--- src/common/bus_defines.svh ---
`ifndef BUS_DEFINES_SVH
`define BUS_DEFINES_SVH

`define BUS_ADDR_W      32
`define BUS_DATA_W      32
`define BUS_BEAT_BYTES  4        // address step between beats of an INCR burst.

// the timer answers when address bits 31..16 hold this value.
`define CLINT_BASE_HI   16'h0200
`define CLINT_MTIME_LO  16'hBFF8
`define CLINT_MTIME_HI  16'hBFFC

`define AXI_BURST_INCR  2'b01
`define AXI_RESP_OKAY   2'b00

`endif

--- src/common/bus_pkg.sv ---
`include "bus_defines.svh"

package bus_pkg;

    typedef logic [`BUS_ADDR_W-1:0]     bus_addr_t;
    typedef logic [`BUS_DATA_W-1:0]     bus_data_t;
    typedef logic [`BUS_BEAT_BYTES-1:0] bus_strb_t;

    typedef logic [7:0] bus_len_t;      // beats minus one.
    typedef logic [2:0] bus_size_t;
    typedef logic [1:0] bus_burst_t;
    typedef logic [1:0] bus_resp_t;

    typedef logic [63:0] mtime_t;

    typedef enum logic {
        own_fetch,
        own_lsu
    } rd_owner_e;

    typedef enum logic [1:0] {
        arb_idle,
        arb_grant,
        arb_busy
    } arb_state_e;

endpackage

--- src/common/rd_req_if.sv ---
interface rd_req_if import bus_pkg::*; ();

    logic       valid;
    logic       ready;
    bus_addr_t  addr;
    bus_len_t   len;
    bus_size_t  size;
    bus_burst_t burst;

    modport requester (
        output valid, addr, len, size, burst,
        input  ready
    );

    // valid and the fields hold until the edge where ready is seen high.
    modport responder (
        input  valid, addr, len, size, burst,
        output ready
    );

endinterface

--- src/common/rd_rsp_if.sv ---
interface rd_rsp_if import bus_pkg::*; ();

    logic      valid;
    logic      ready;
    bus_data_t data;
    bus_resp_t resp;
    logic      last;

    modport responder (
        output valid, data, resp, last,
        input  ready
    );

    modport receiver (
        input  valid, data, resp, last,
        output ready
    );

endinterface

--- src/hw/clint/clint_timer.sv ---
`include "bus_defines.svh"

module clint_timer import bus_pkg::*; (
    input  logic        clock,
    input  logic        rst_n,
    rd_req_if.responder req,
    rd_rsp_if.responder rsp
);

    mtime_t    mtime;
    bus_data_t rd_half;

    always_ff @(posedge clock or negedge rst_n) begin
        if (!rst_n) begin
            mtime <= '0;
        end else begin
            mtime <= mtime + 64'd1;
        end
    end

    always_comb begin
        case (req.addr[15:0])
            `CLINT_MTIME_LO: rd_half = mtime[31:0];
            `CLINT_MTIME_HI: rd_half = mtime[63:32];
            default:         rd_half = '0;    // other offsets are not mapped.
        endcase
    end

    assign req.ready = !rsp.valid || rsp.ready;

    always_ff @(posedge clock or negedge rst_n) begin
        if (!rst_n) begin
            rsp.valid <= 1'b0;
        end else if (req.valid && req.ready) begin
            rsp.valid <= 1'b1;
        end else if (rsp.ready) begin
            rsp.valid <= 1'b0;
        end
    end

    // value sampled at the request edge, held until the beat is taken.
    always_ff @(posedge clock) begin
        if (req.valid && req.ready) begin
            rsp.data <= rd_half;
        end
    end

    assign rsp.resp = `AXI_RESP_OKAY;
    assign rsp.last = 1'b1;

endmodule

--- src/hw/core_bus_top.sv ---
`include "bus_defines.svh"

module core_bus_top import bus_pkg::*; (
    input  logic       clock,
    input  logic       rst_n,

    input  logic       fetch_arvalid,
    output logic       fetch_arready,
    input  bus_addr_t  fetch_araddr,
    input  bus_len_t   fetch_arlen,
    input  bus_size_t  fetch_arsize,
    input  bus_burst_t fetch_arburst,
    output logic       fetch_rvalid,
    input  logic       fetch_rready,
    output bus_data_t  fetch_rdata,
    output bus_resp_t  fetch_rresp,
    output logic       fetch_rlast,

    input  logic       lsu_arvalid,
    output logic       lsu_arready,
    input  bus_addr_t  lsu_araddr,
    input  bus_size_t  lsu_arsize,
    output logic       lsu_rvalid,
    input  logic       lsu_rready,
    output bus_data_t  lsu_rdata,
    output bus_resp_t  lsu_rresp,
    output logic       lsu_rlast,

    input  logic       lsu_awvalid,
    output logic       lsu_awready,
    input  bus_addr_t  lsu_awaddr,
    input  bus_size_t  lsu_awsize,
    input  logic       lsu_wvalid,
    output logic       lsu_wready,
    input  bus_data_t  lsu_wdata,
    input  bus_strb_t  lsu_wstrb,
    output logic       lsu_bvalid,
    input  logic       lsu_bready,
    output bus_resp_t  lsu_bresp,

    output logic       m_axi_arvalid,
    input  logic       m_axi_arready,
    output bus_addr_t  m_axi_araddr,
    output bus_len_t   m_axi_arlen,
    output bus_size_t  m_axi_arsize,
    output bus_burst_t m_axi_arburst,
    input  logic       m_axi_rvalid,
    output logic       m_axi_rready,
    input  bus_data_t  m_axi_rdata,
    input  bus_resp_t  m_axi_rresp,
    input  logic       m_axi_rlast,

    output logic       m_axi_awvalid,
    input  logic       m_axi_awready,
    output bus_addr_t  m_axi_awaddr,
    output bus_size_t  m_axi_awsize,
    output logic       m_axi_wvalid,
    input  logic       m_axi_wready,
    output bus_data_t  m_axi_wdata,
    output bus_strb_t  m_axi_wstrb,
    output logic       m_axi_wlast,
    input  logic       m_axi_bvalid,
    output logic       m_axi_bready,
    input  bus_resp_t  m_axi_bresp
);

    rd_req_if fetch_req ();
    rd_req_if lsu_req ();
    rd_req_if gnt_req ();
    rd_req_if clint_req ();
    rd_rsp_if clint_rsp ();
    rd_rsp_if fetch_rsp ();
    rd_rsp_if lsu_rsp ();

    logic      read_done;
    rd_owner_e owner;

    assign fetch_req.valid = fetch_arvalid;
    assign fetch_req.addr  = fetch_araddr;
    assign fetch_req.len   = fetch_arlen;
    assign fetch_req.size  = fetch_arsize;
    assign fetch_req.burst = fetch_arburst;
    assign fetch_arready   = fetch_req.ready;

    // the load side only sends single beats.
    assign lsu_req.valid = lsu_arvalid;
    assign lsu_req.addr  = lsu_araddr;
    assign lsu_req.len   = '0;
    assign lsu_req.size  = lsu_arsize;
    assign lsu_req.burst = `AXI_BURST_INCR;
    assign lsu_arready   = lsu_req.ready;

    assign fetch_rvalid    = fetch_rsp.valid;
    assign fetch_rdata     = fetch_rsp.data;
    assign fetch_rresp     = fetch_rsp.resp;
    assign fetch_rlast     = fetch_rsp.last;
    assign fetch_rsp.ready = fetch_rready;

    assign lsu_rvalid    = lsu_rsp.valid;
    assign lsu_rdata     = lsu_rsp.data;
    assign lsu_rresp     = lsu_rsp.resp;
    assign lsu_rlast     = lsu_rsp.last;
    assign lsu_rsp.ready = lsu_rready;

    read_arbiter read_arbiter_i (
        .clock     (clock),
        .rst_n     (rst_n),
        .fetch     (fetch_req.responder),
        .lsu       (lsu_req.responder),
        .gnt       (gnt_req.requester),
        .read_done (read_done),
        .owner     (owner)
    );

    read_router read_router_i (
        .gnt           (gnt_req.responder),
        .owner         (owner),
        .read_done     (read_done),
        .clint_req     (clint_req.requester),
        .clint_rsp     (clint_rsp.receiver),
        .fetch_rsp     (fetch_rsp.responder),
        .lsu_rsp       (lsu_rsp.responder),
        .m_axi_arvalid (m_axi_arvalid),
        .m_axi_arready (m_axi_arready),
        .m_axi_araddr  (m_axi_araddr),
        .m_axi_arlen   (m_axi_arlen),
        .m_axi_arsize  (m_axi_arsize),
        .m_axi_arburst (m_axi_arburst),
        .m_axi_rvalid  (m_axi_rvalid),
        .m_axi_rready  (m_axi_rready),
        .m_axi_rdata   (m_axi_rdata),
        .m_axi_rresp   (m_axi_rresp),
        .m_axi_rlast   (m_axi_rlast)
    );

    clint_timer clint_timer_i (
        .clock (clock),
        .rst_n (rst_n),
        .req   (clint_req.responder),
        .rsp   (clint_rsp.responder)
    );

    write_channel write_channel_i (
        .clock         (clock),
        .rst_n         (rst_n),
        .lsu_awvalid   (lsu_awvalid),
        .lsu_awready   (lsu_awready),
        .lsu_awaddr    (lsu_awaddr),
        .lsu_awsize    (lsu_awsize),
        .lsu_wvalid    (lsu_wvalid),
        .lsu_wready    (lsu_wready),
        .lsu_wdata     (lsu_wdata),
        .lsu_wstrb     (lsu_wstrb),
        .lsu_bvalid    (lsu_bvalid),
        .lsu_bready    (lsu_bready),
        .lsu_bresp     (lsu_bresp),
        .m_axi_awvalid (m_axi_awvalid),
        .m_axi_awready (m_axi_awready),
        .m_axi_awaddr  (m_axi_awaddr),
        .m_axi_awsize  (m_axi_awsize),
        .m_axi_wvalid  (m_axi_wvalid),
        .m_axi_wready  (m_axi_wready),
        .m_axi_wdata   (m_axi_wdata),
        .m_axi_wstrb   (m_axi_wstrb),
        .m_axi_wlast   (m_axi_wlast),
        .m_axi_bvalid  (m_axi_bvalid),
        .m_axi_bready  (m_axi_bready),
        .m_axi_bresp   (m_axi_bresp)
    );

endmodule

--- src/hw/read_arbiter.sv ---
module read_arbiter import bus_pkg::*; (
    input  logic        clock,
    input  logic        rst_n,
    rd_req_if.responder fetch,
    rd_req_if.responder lsu,
    rd_req_if.requester gnt,
    input  logic        read_done,
    output rd_owner_e   owner
);

    arb_state_e state;
    rd_owner_e  last_winner;
    rd_owner_e  winner;
    logic       any_valid;
    logic       owner_valid;

    bus_addr_t  addr_q;
    bus_len_t   len_q;
    bus_size_t  size_q;
    bus_burst_t burst_q;

    assign any_valid = fetch.valid || lsu.valid;

    // with both waiting, the side that lost last time goes first.
    always_comb begin
        if (fetch.valid && lsu.valid) begin
            winner = (last_winner == own_fetch) ? own_lsu : own_fetch;
        end else if (fetch.valid) begin
            winner = own_fetch;
        end else begin
            winner = own_lsu;
        end
    end

    always_ff @(posedge clock or negedge rst_n) begin
        if (!rst_n) begin
            state       <= arb_idle;
            last_winner <= own_lsu;    // so that fetch wins the first round.
        end else begin
            case (state)
                arb_idle: begin
                    if (any_valid) begin
                        state       <= arb_grant;
                        last_winner <= winner;
                    end
                end
                arb_grant: begin
                    if (gnt.valid && gnt.ready) begin
                        state <= arb_busy;
                    end
                end
                arb_busy: begin
                    if (read_done) begin
                        state <= arb_idle;
                    end
                end
                default: state <= arb_idle;
            endcase
        end
    end

    // The fields are kept until the next grant, so the router can still look at the
    // address while the data comes back.
    always_ff @(posedge clock) begin
        if (state == arb_idle && any_valid) begin
            addr_q  <= (winner == own_fetch) ? fetch.addr  : lsu.addr;
            len_q   <= (winner == own_fetch) ? fetch.len   : lsu.len;
            size_q  <= (winner == own_fetch) ? fetch.size  : lsu.size;
            burst_q <= (winner == own_fetch) ? fetch.burst : lsu.burst;
        end
    end

    assign owner       = last_winner;
    assign owner_valid = (last_winner == own_fetch) ? fetch.valid : lsu.valid;

    assign gnt.valid = (state == arb_grant) && owner_valid;
    assign gnt.addr  = addr_q;
    assign gnt.len   = len_q;
    assign gnt.size  = size_q;
    assign gnt.burst = burst_q;

    assign fetch.ready = (state == arb_grant) && (last_winner == own_fetch) && gnt.ready;
    assign lsu.ready   = (state == arb_grant) && (last_winner == own_lsu) && gnt.ready;

endmodule

--- src/hw/read_router.sv ---
`include "bus_defines.svh"

module read_router import bus_pkg::*; (
    rd_req_if.responder gnt,
    input  rd_owner_e   owner,
    output logic        read_done,

    rd_req_if.requester clint_req,
    rd_rsp_if.receiver  clint_rsp,

    rd_rsp_if.responder fetch_rsp,
    rd_rsp_if.responder lsu_rsp,

    output logic        m_axi_arvalid,
    input  logic        m_axi_arready,
    output bus_addr_t   m_axi_araddr,
    output bus_len_t    m_axi_arlen,
    output bus_size_t   m_axi_arsize,
    output bus_burst_t  m_axi_arburst,

    input  logic        m_axi_rvalid,
    output logic        m_axi_rready,
    input  bus_data_t   m_axi_rdata,
    input  bus_resp_t   m_axi_rresp,
    input  logic        m_axi_rlast
);

    logic      is_clint;
    logic      src_valid;
    bus_data_t src_data;
    bus_resp_t src_resp;
    logic      src_last;
    logic      owner_ready;

    // The granted address stays put until the next grant, so this one test also picks
    // the source of the returning beats.
    assign is_clint = (gnt.addr[`BUS_ADDR_W-1:16] == `CLINT_BASE_HI);

    assign clint_req.valid = gnt.valid && is_clint;
    assign clint_req.addr  = gnt.addr;
    assign clint_req.len   = gnt.len;
    assign clint_req.size  = gnt.size;
    assign clint_req.burst = gnt.burst;

    assign m_axi_arvalid = gnt.valid && !is_clint;
    assign m_axi_araddr  = gnt.addr;
    assign m_axi_arlen   = gnt.len;
    assign m_axi_arsize  = gnt.size;
    assign m_axi_arburst = gnt.burst;

    assign gnt.ready = is_clint ? clint_req.ready : m_axi_arready;

    assign src_valid = is_clint ? clint_rsp.valid : m_axi_rvalid;
    assign src_data  = is_clint ? clint_rsp.data  : m_axi_rdata;
    assign src_resp  = is_clint ? clint_rsp.resp  : m_axi_rresp;
    assign src_last  = is_clint ? clint_rsp.last  : m_axi_rlast;

    assign owner_ready = (owner == own_fetch) ? fetch_rsp.ready : lsu_rsp.ready;

    assign m_axi_rready    = !is_clint && owner_ready;    // back-pressure goes straight through.
    assign clint_rsp.ready = is_clint && owner_ready;

    assign fetch_rsp.valid = src_valid && (owner == own_fetch);
    assign fetch_rsp.data  = src_data;
    assign fetch_rsp.resp  = src_resp;
    assign fetch_rsp.last  = src_last;

    assign lsu_rsp.valid = src_valid && (owner == own_lsu);
    assign lsu_rsp.data  = src_data;
    assign lsu_rsp.resp  = src_resp;
    assign lsu_rsp.last  = src_last;

    assign read_done = src_valid && owner_ready && src_last;

endmodule

--- src/hw/write_channel.sv ---
module write_channel import bus_pkg::*; (
    input  logic      clock,
    input  logic      rst_n,

    input  logic      lsu_awvalid,
    output logic      lsu_awready,
    input  bus_addr_t lsu_awaddr,
    input  bus_size_t lsu_awsize,
    input  logic      lsu_wvalid,
    output logic      lsu_wready,
    input  bus_data_t lsu_wdata,
    input  bus_strb_t lsu_wstrb,
    output logic      lsu_bvalid,
    input  logic      lsu_bready,
    output bus_resp_t lsu_bresp,

    output logic      m_axi_awvalid,
    input  logic      m_axi_awready,
    output bus_addr_t m_axi_awaddr,
    output bus_size_t m_axi_awsize,
    output logic      m_axi_wvalid,
    input  logic      m_axi_wready,
    output bus_data_t m_axi_wdata,
    output bus_strb_t m_axi_wstrb,
    output logic      m_axi_wlast,
    input  logic      m_axi_bvalid,
    output logic      m_axi_bready,
    input  bus_resp_t m_axi_bresp
);

    logic aw_sent;
    logic w_sent;

    // each flag closes its channel until the write response comes back.
    always_ff @(posedge clock or negedge rst_n) begin
        if (!rst_n) begin
            aw_sent <= 1'b0;
            w_sent  <= 1'b0;
        end else if (m_axi_bvalid && m_axi_bready) begin
            aw_sent <= 1'b0;
            w_sent  <= 1'b0;
        end else begin
            if (m_axi_awvalid && m_axi_awready) aw_sent <= 1'b1;
            if (m_axi_wvalid && m_axi_wready) w_sent <= 1'b1;
        end
    end

    assign m_axi_awvalid = lsu_awvalid && !aw_sent;
    assign lsu_awready   = m_axi_awready && !aw_sent;
    assign m_axi_awaddr  = lsu_awaddr;
    assign m_axi_awsize  = lsu_awsize;

    assign m_axi_wvalid = lsu_wvalid && !w_sent;
    assign lsu_wready   = m_axi_wready && !w_sent;
    assign m_axi_wdata  = lsu_wdata;
    assign m_axi_wstrb  = lsu_wstrb;
    assign m_axi_wlast  = 1'b1;    // single beat writes only.

    assign lsu_bvalid   = m_axi_bvalid;
    assign lsu_bresp    = m_axi_bresp;
    assign m_axi_bready = lsu_bready;

endmodule

--- config.mk ---
export PLATFORM = sky130hd
export DESIGN_NAME = core_bus_top
export DESIGN_NICKNAME = d
export VERILOG_FILES = /design/src/common/bus_pkg.sv /design/src/common/rd_req_if.sv /design/src/common/rd_rsp_if.sv /design/src/hw/clint/clint_timer.sv /design/src/hw/core_bus_top.sv /design/src/hw/read_arbiter.sv /design/src/hw/read_router.sv /design/src/hw/write_channel.sv
export VERILOG_INCLUDE_DIRS = /design/src /design/src/common
export SDC_FILE = /design/constraint.sdc
export NUM_CORES = 1
export LEC_CHECK = 0
export BUFFER_PORTS_ARGS = -buffer_cell sky130_fd_sc_hd__buf_2
export CAP_MARGIN = 20
export CORE_UTILIZATION = 33
export CTS_CLUSTER_DIAMETER = 100
export DETAILED_ROUTE_END_ITERATION = 10
export PLACE_DENSITY = 0.69
export SLEW_MARGIN = 20
export SYNTH_ARGS = -nofsm -noshare
export SYNTH_HDL_FRONTEND = slang
export SYNTH_SLANG_ARGS = --single-unit
--- constraint.sdc ---
create_clock -name clock -period 4.7 [get_ports clock]
set_clock_uncertainty 0.1 [all_clocks]
set_input_delay 0.705 -clock clock [delete_from_list [all_inputs] [get_ports clock]]
set_output_delay 0.705 -clock clock [all_outputs]
set_load 0.05 [all_outputs]
# Yosys cells after proc, flatten, opt, wreduce, memory -nomap -nowiden
# Index checks and enable logic that the tools add are counted.
[classes]
n_addsub = 1
eq_ne = 8
mux = 23
n_bitwise = 1
reduce_logical = 36
[ops]
columns = ["operator", "count"]
rows = [
  ["$add 64x1->64 const B", 1],
  ["$mux 32", 2],
  ["$pmux 32 s2", 1],
  ["$eq 16x16->1 const B", 2],
  ["$logic_and 1x1->1", 24],
  ["$eq 16x10->1 const B", 1],
  ["$mux 1", 14],
  ["$mux 2", 4],
  ["$ne 2x1->1 const B", 3],
  ["$pmux 2 s3", 1],
  ["$reduce_bool 2->1", 3],
  ["$logic_not 1->1", 4],
  ["$mux 3", 1],
  ["$reduce_and 3->1", 1],
  ["$eq 2x1->1 const B", 1],
  ["$eq 2x2->1 const B", 1],
  ["$logic_not 2->1", 1],
  ["$logic_or 1x1->1", 2],
  ["$reduce_and 2->1", 1],
  ["$not 1->1", 1],
]
[word_totals]
register_bits = 147
out_inout_bits = 201
wordCells = 80

# Longest topological paths before layout
[depth]
ltp_word = 7
mapped_depth = 7

# By module
# From an unflattened synthesis, not the netlist that was laid out.
[hier_totals]
hier_cells = 768
area_unflattened_um2 = 8814.7
[modules_own_cells]
columns = ["mod", "instances", "cells_each", "area_each_um2", "seq_area_each_um2"]
rows = [
  ["clint_timer", 1, 381, 4540.6, 2587.5],
  ["read_arbiter", 1, 113, 2077.0, 1427.6],
  ["read_router", 1, 185, 1520.2, 0.0],
  ["write_channel", 1, 87, 669.4, 50.0],
  ["core_bus_top", 1, 2, 7.5, 0.0],
]

# Worst setup path after synthesis
# Ideal clock, no wire load.
[synth_path]
path_kind = "register to register"
startpoint = "reg read_arbiter_i.addr_q[24], in the netlist read_arbiter_i.gnt.addr[24]"
endpoint = "reg clint_timer_i.rsp.data[0], enable pin"
setup_ps = 468
t_arrival_ps = 4176
t_required_ps = 4132
setup_slack_ps = -44
stages_incl_launch_ff = 4
n_path_buf = 0
synth_period_minus_slack_ps = 4744
cell_sequence = "edfxtp_1 -> or4b_2 -> or4_1 -> nor3b_1"
[synth_via]
elab_chain_cells = 4
word_cells_on_any_way = 5
cone_classes = "eq/ne (1); reduce/logical (4)"
[synth_lines]
columns = ["element", "line", "source"]
rows = [
  ["start, declared", "read_arbiter.sv:17", "bus_addr_t addr_q;"],
  ["start signal, assigned", "read_arbiter.sv:66", "addr_q <= (winner == own_fetch) ? fetch.addr : lsu.addr;"],
  ["$eq 16x10->1 (no source line) *", "--", ""],
  ["$logic_and 1x1->1", "read_router.sv:61", "assign clint_rsp.ready = is_clint && owner_ready;"],
  ["$logic_or 1x1->1", "clint_timer.sv:29", "assign req.ready = !rsp.valid || rsp.ready;"],
  ["$logic_and 1x1->1 *", "clint_timer.sv:43", "if (req.valid && req.ready) begin"],
  ["end signal, assigned", "clint_timer.sv:44", "rsp.data <= rd_half;"],
  ["end, declared", "rd_rsp_if.sv:10", "output valid, data, resp, last,"],
]
# Mark *: on every way between the ends. The rest lies on a longest branch, timed or not.
# A chain may end at the register's enable or synchronous reset.

# Worst setup path in the final report
[layout_path]
startpoint = "reg read_arbiter_i.addr_q[24], in the netlist read_arbiter_i.gnt.addr[24]"
endpoint = "out lsu_rvalid"
[layout_via]
elab_chain_cells = 3
[layout_lines]
columns = ["element", "line", "source"]
rows = [
  ["$eq 16x10->1 (no source line)", "--", ""],
  ["$mux 1", "read_router.sv:53", "assign src_valid = is_clint ? clint_rsp.valid : m_axi_rvalid;"],
  ["$logic_and 1x1->1", "read_router.sv:68", "assign lsu_rsp.valid = src_valid && (owner == own_lsu);"],
  ["end, declared", "core_bus_top.sv:23", "output logic lsu_rvalid,"],
]
# Every way passes these cells.

==> flow_summary.yaml <==
worst_setup_path:
  critPathCapture: "lsu_rvalid"
  path_cells: "or4b_2 > or4_1 > buf_4 > a21boi_0 > nor2b_1 > buf_2"
  end_kind: "primary output"
  cp_max_fo: 39
  path_buf_inv: 2
  critPathLaunch: "read_arbiter_i.gnt.addr[24]"
  r2r_start: "clint_timer_i.mtime[19]"
  required_ps: 3890
  startpoint_type: "flop"
  path_class: "reg2out"
  rrSetupSlack_ps: 1960
  r2r-end: "clint_timer_i.mtime[59]"
  max_stage_delay_ps: 750
  cp.depth: 6
  reg2reg_depth: 5
  critPathTopFamily: "simple AND/OR/NAND/NOR gates"
  arrival_ps: 2870
  critical-path-slowest-cell: "or4b_2"
place:
  gp_congestion: 0.9523
  io_buffers: 255
  place_ws_ps: 1478
  hpwl_mm: 21.23
  place_area_mm2: 0.008722
grt:
  grt_pass1_wl_mm: 37.16
  antenna_found_initial: 0
  first_global_vias: 5669
  grt_util_all_layers_pct: 21.18
  grt_overflow: 0
  grt_max_degree: 47
clocking:
  clk_pin_slew_worst_paths_ps: 60
  cts_setup_buffers: 0
  post_cts_resized: 0
  cts_buffer_depth: 2
  worstSkewPairLatency_ps: 430
  cts_tree: "done"
  hold_buffers: 0
  cts_made_buffers: 17
  cts-htree-levels: 4
  cts_sinks: 147
  cts-root-buf: "clkbuf_16"
synth:
  synthTopCellsByCount: "nand2_1 (126), buf_4 (111), edfxtp_1 (77)"
  netlist_instances: 745
  syn_area_mm2: 0.007889
  yosysSeqAreaShare_pct: 51.53
  synth-edff-count: 77
  ys_warn_count: 0
  synth_top_area_cell: "edfxtp_1"
  synth-main-ff-cell: "edfxtp_1"
  yosysUniqueCellTypes: 43
  yosysMostFrequentCell: "nand2_1"
  synth_nets: 948
  synth_top_area_share_pct: 29.31
  yosys-top-cells-area: "edfxtp_1 (29%), dfrtp_1 (22%), buf_4 (11%), nand2_1 (6.0%), mux2_2 (5.1%)"
  synthArstFlopShare_pct: 47.62
  synth_seq_cells: 147
  avgSynthCellArea_um2: 10.59
timing:
  fmax_mhz: 272.0
  finalCriticalPeriod_ps: 3676
  fin_tns_setup_ps: 0
  layout_setup_ws_ps: 1024
  timing.final.crit_share_pct: 78.22
  whs_ps: 169.9
  setup_viol: 0
  worst_slew_pin_slew_ps: 945.1
  max_slew_margin_pct: 36.51
  finalHoldViolCount: 0
  rsz0062_at_grt: "false"
  finalMaxSlewViolations: 0
finish:
  syn_to_final_growth_pct: 19.27
  final_util_pct: 40.09
  drive_above_1_share_pct: 37.93
  diodes: 0
  fin_area_mm2: 0.009409
  nets: 1097
pwr:
  leakage_nw: 4.283
  p_per_area_mw_per_mm2: 461.2
  peakVddDrop_uv: 220.6
floorplan:
  die_x_um: 156.6
  core_mm2: 0.02347
  initial_core_util_pct: 33.61
  std_cell_rows: 56
  ios: 403
  die_h_um: 156.6
  die_area_mm2: 0.02453
flow_run:
  cap_violations: 0
detailed_routing:
  drc: 0
  ant_nets: 0
  drt_iter0_markers: 558
  vias: 5948
  routed_via_density: 4.852
  dr.pass1.iters: 7
  wl_per_cell_um: 21.42
  drt_wl_total_mm: 26.26
outcome:
  status: "complete, no violations"
hold_path:
  hp-class: "in2async"
-- state kept, by name, summed over array words and instances (netlist names) --
name,count
clint_timer_i.mtime,64
clint_timer_i.rsp.data,32
read_arbiter_i.gnt.addr,32
read_arbiter_i.gnt.len,8
read_arbiter_i.gnt.size,3
read_arbiter_i.gnt.burst,2
read_arbiter_i.state,2
clint_timer_i.rsp.valid,1
read_arbiter_i.owner,1
write_channel_i.aw_sent,1
write_channel_i.w_sent,1
-- area by class of cell --
class | instances | area [um^2]
clock inverter | 15 | 241.5
timing repair buffer | 261 | 1324
sequential | 147 | 4065
multi-input combinational | 460 | 2928
tap | 319 | 399.1
inverter | 7 | 26.28
clock buffer | 17 | 425.4
fill | 2271 | 14060
-- cells by family (layout without fill, tap and decap cells) --
family                   count (synthesis)  in the layout  synth area share (%)
other                                    1              1               0.04754
flip-flops                             147            147                 51.53
XOR/XNOR                                62             62                 6.979
AO/OA/AOI/OAI                           13             13                0.9835
AND/OR/NAND/NOR                        313            313                 19.00
adder cells (fa/ha/maj)                  1              1                0.1586
multiplexers                            70             70                 9.453
buffers and inverters                  138            300                 11.85
-- placed cells by master (no fill, tap or decap), drive strengths merged, types with 6 or more instances in the layout --
master  netlist  final
edfxtp       77     77
a21oi         6      6
mux2i        34     34
nor2         62     62
nand3        30     30
clkbuf       13     17
buf         118    261
nor3         12     12
nand2       126    126
xor2         21     21
and3         15     15
or4           7      7
inv           7     14
nand4        27     27
mux2         36     36
xnor2        41     41
nor4         10     10
dfrtp        69     69
-- worst min-delay path by stage --
| stage | from | to | cells after the start |
|---|---|---|---|
| after detailed placement | clint_timer_i.mtime[63] | clint_timer_i.mtime[63] | 1 |
| final | rst_n | clint_timer_i.mtime[53] | 1 |
| after CTS | lsu_bready | write_channel_i.aw_sent | 2 |
| after global placement | clint_timer_i.mtime[63] | clint_timer_i.mtime[63] | 1 |
| after global routing | rst_n | clint_timer_i.mtime[57] | 1 |
| after floorplan | rst_n | clint_timer_i.mtime[0] | 0 |
-- power breakdown --
group | leakage (nW) | internal (mW) | switching, mW | total, mW
clock network | 0.323 | 0.960 | 0.580 | 1.54
registers | 1.73 | 1.54 | 0.0685 | 1.61
logic | 2.23 | 0.278 | 0.911 | 1.19
total | 4.28 | 2.78 | 1.56 | 4.34
-- per-layer routing --
layer	global-route usage (%)	vias up	share of wire, %
li1	-	2751	-
met1	23.07	2913	36
met2	34.50	256	48
met3	13.07	28	15
met4	5.415	0	1.2
met5	0	-	0
-- through the flow --
step	std cells	total power, mW
6_report	1226	4.340
3_3_place_gp	1194	2.807
5_1_grt	1226	4.476
3_5_place_dp	1194	2.827
4_1_cts	1226	4.360
2_1_floorplan	745	2.683
Power figures use the tool's default switching activity.
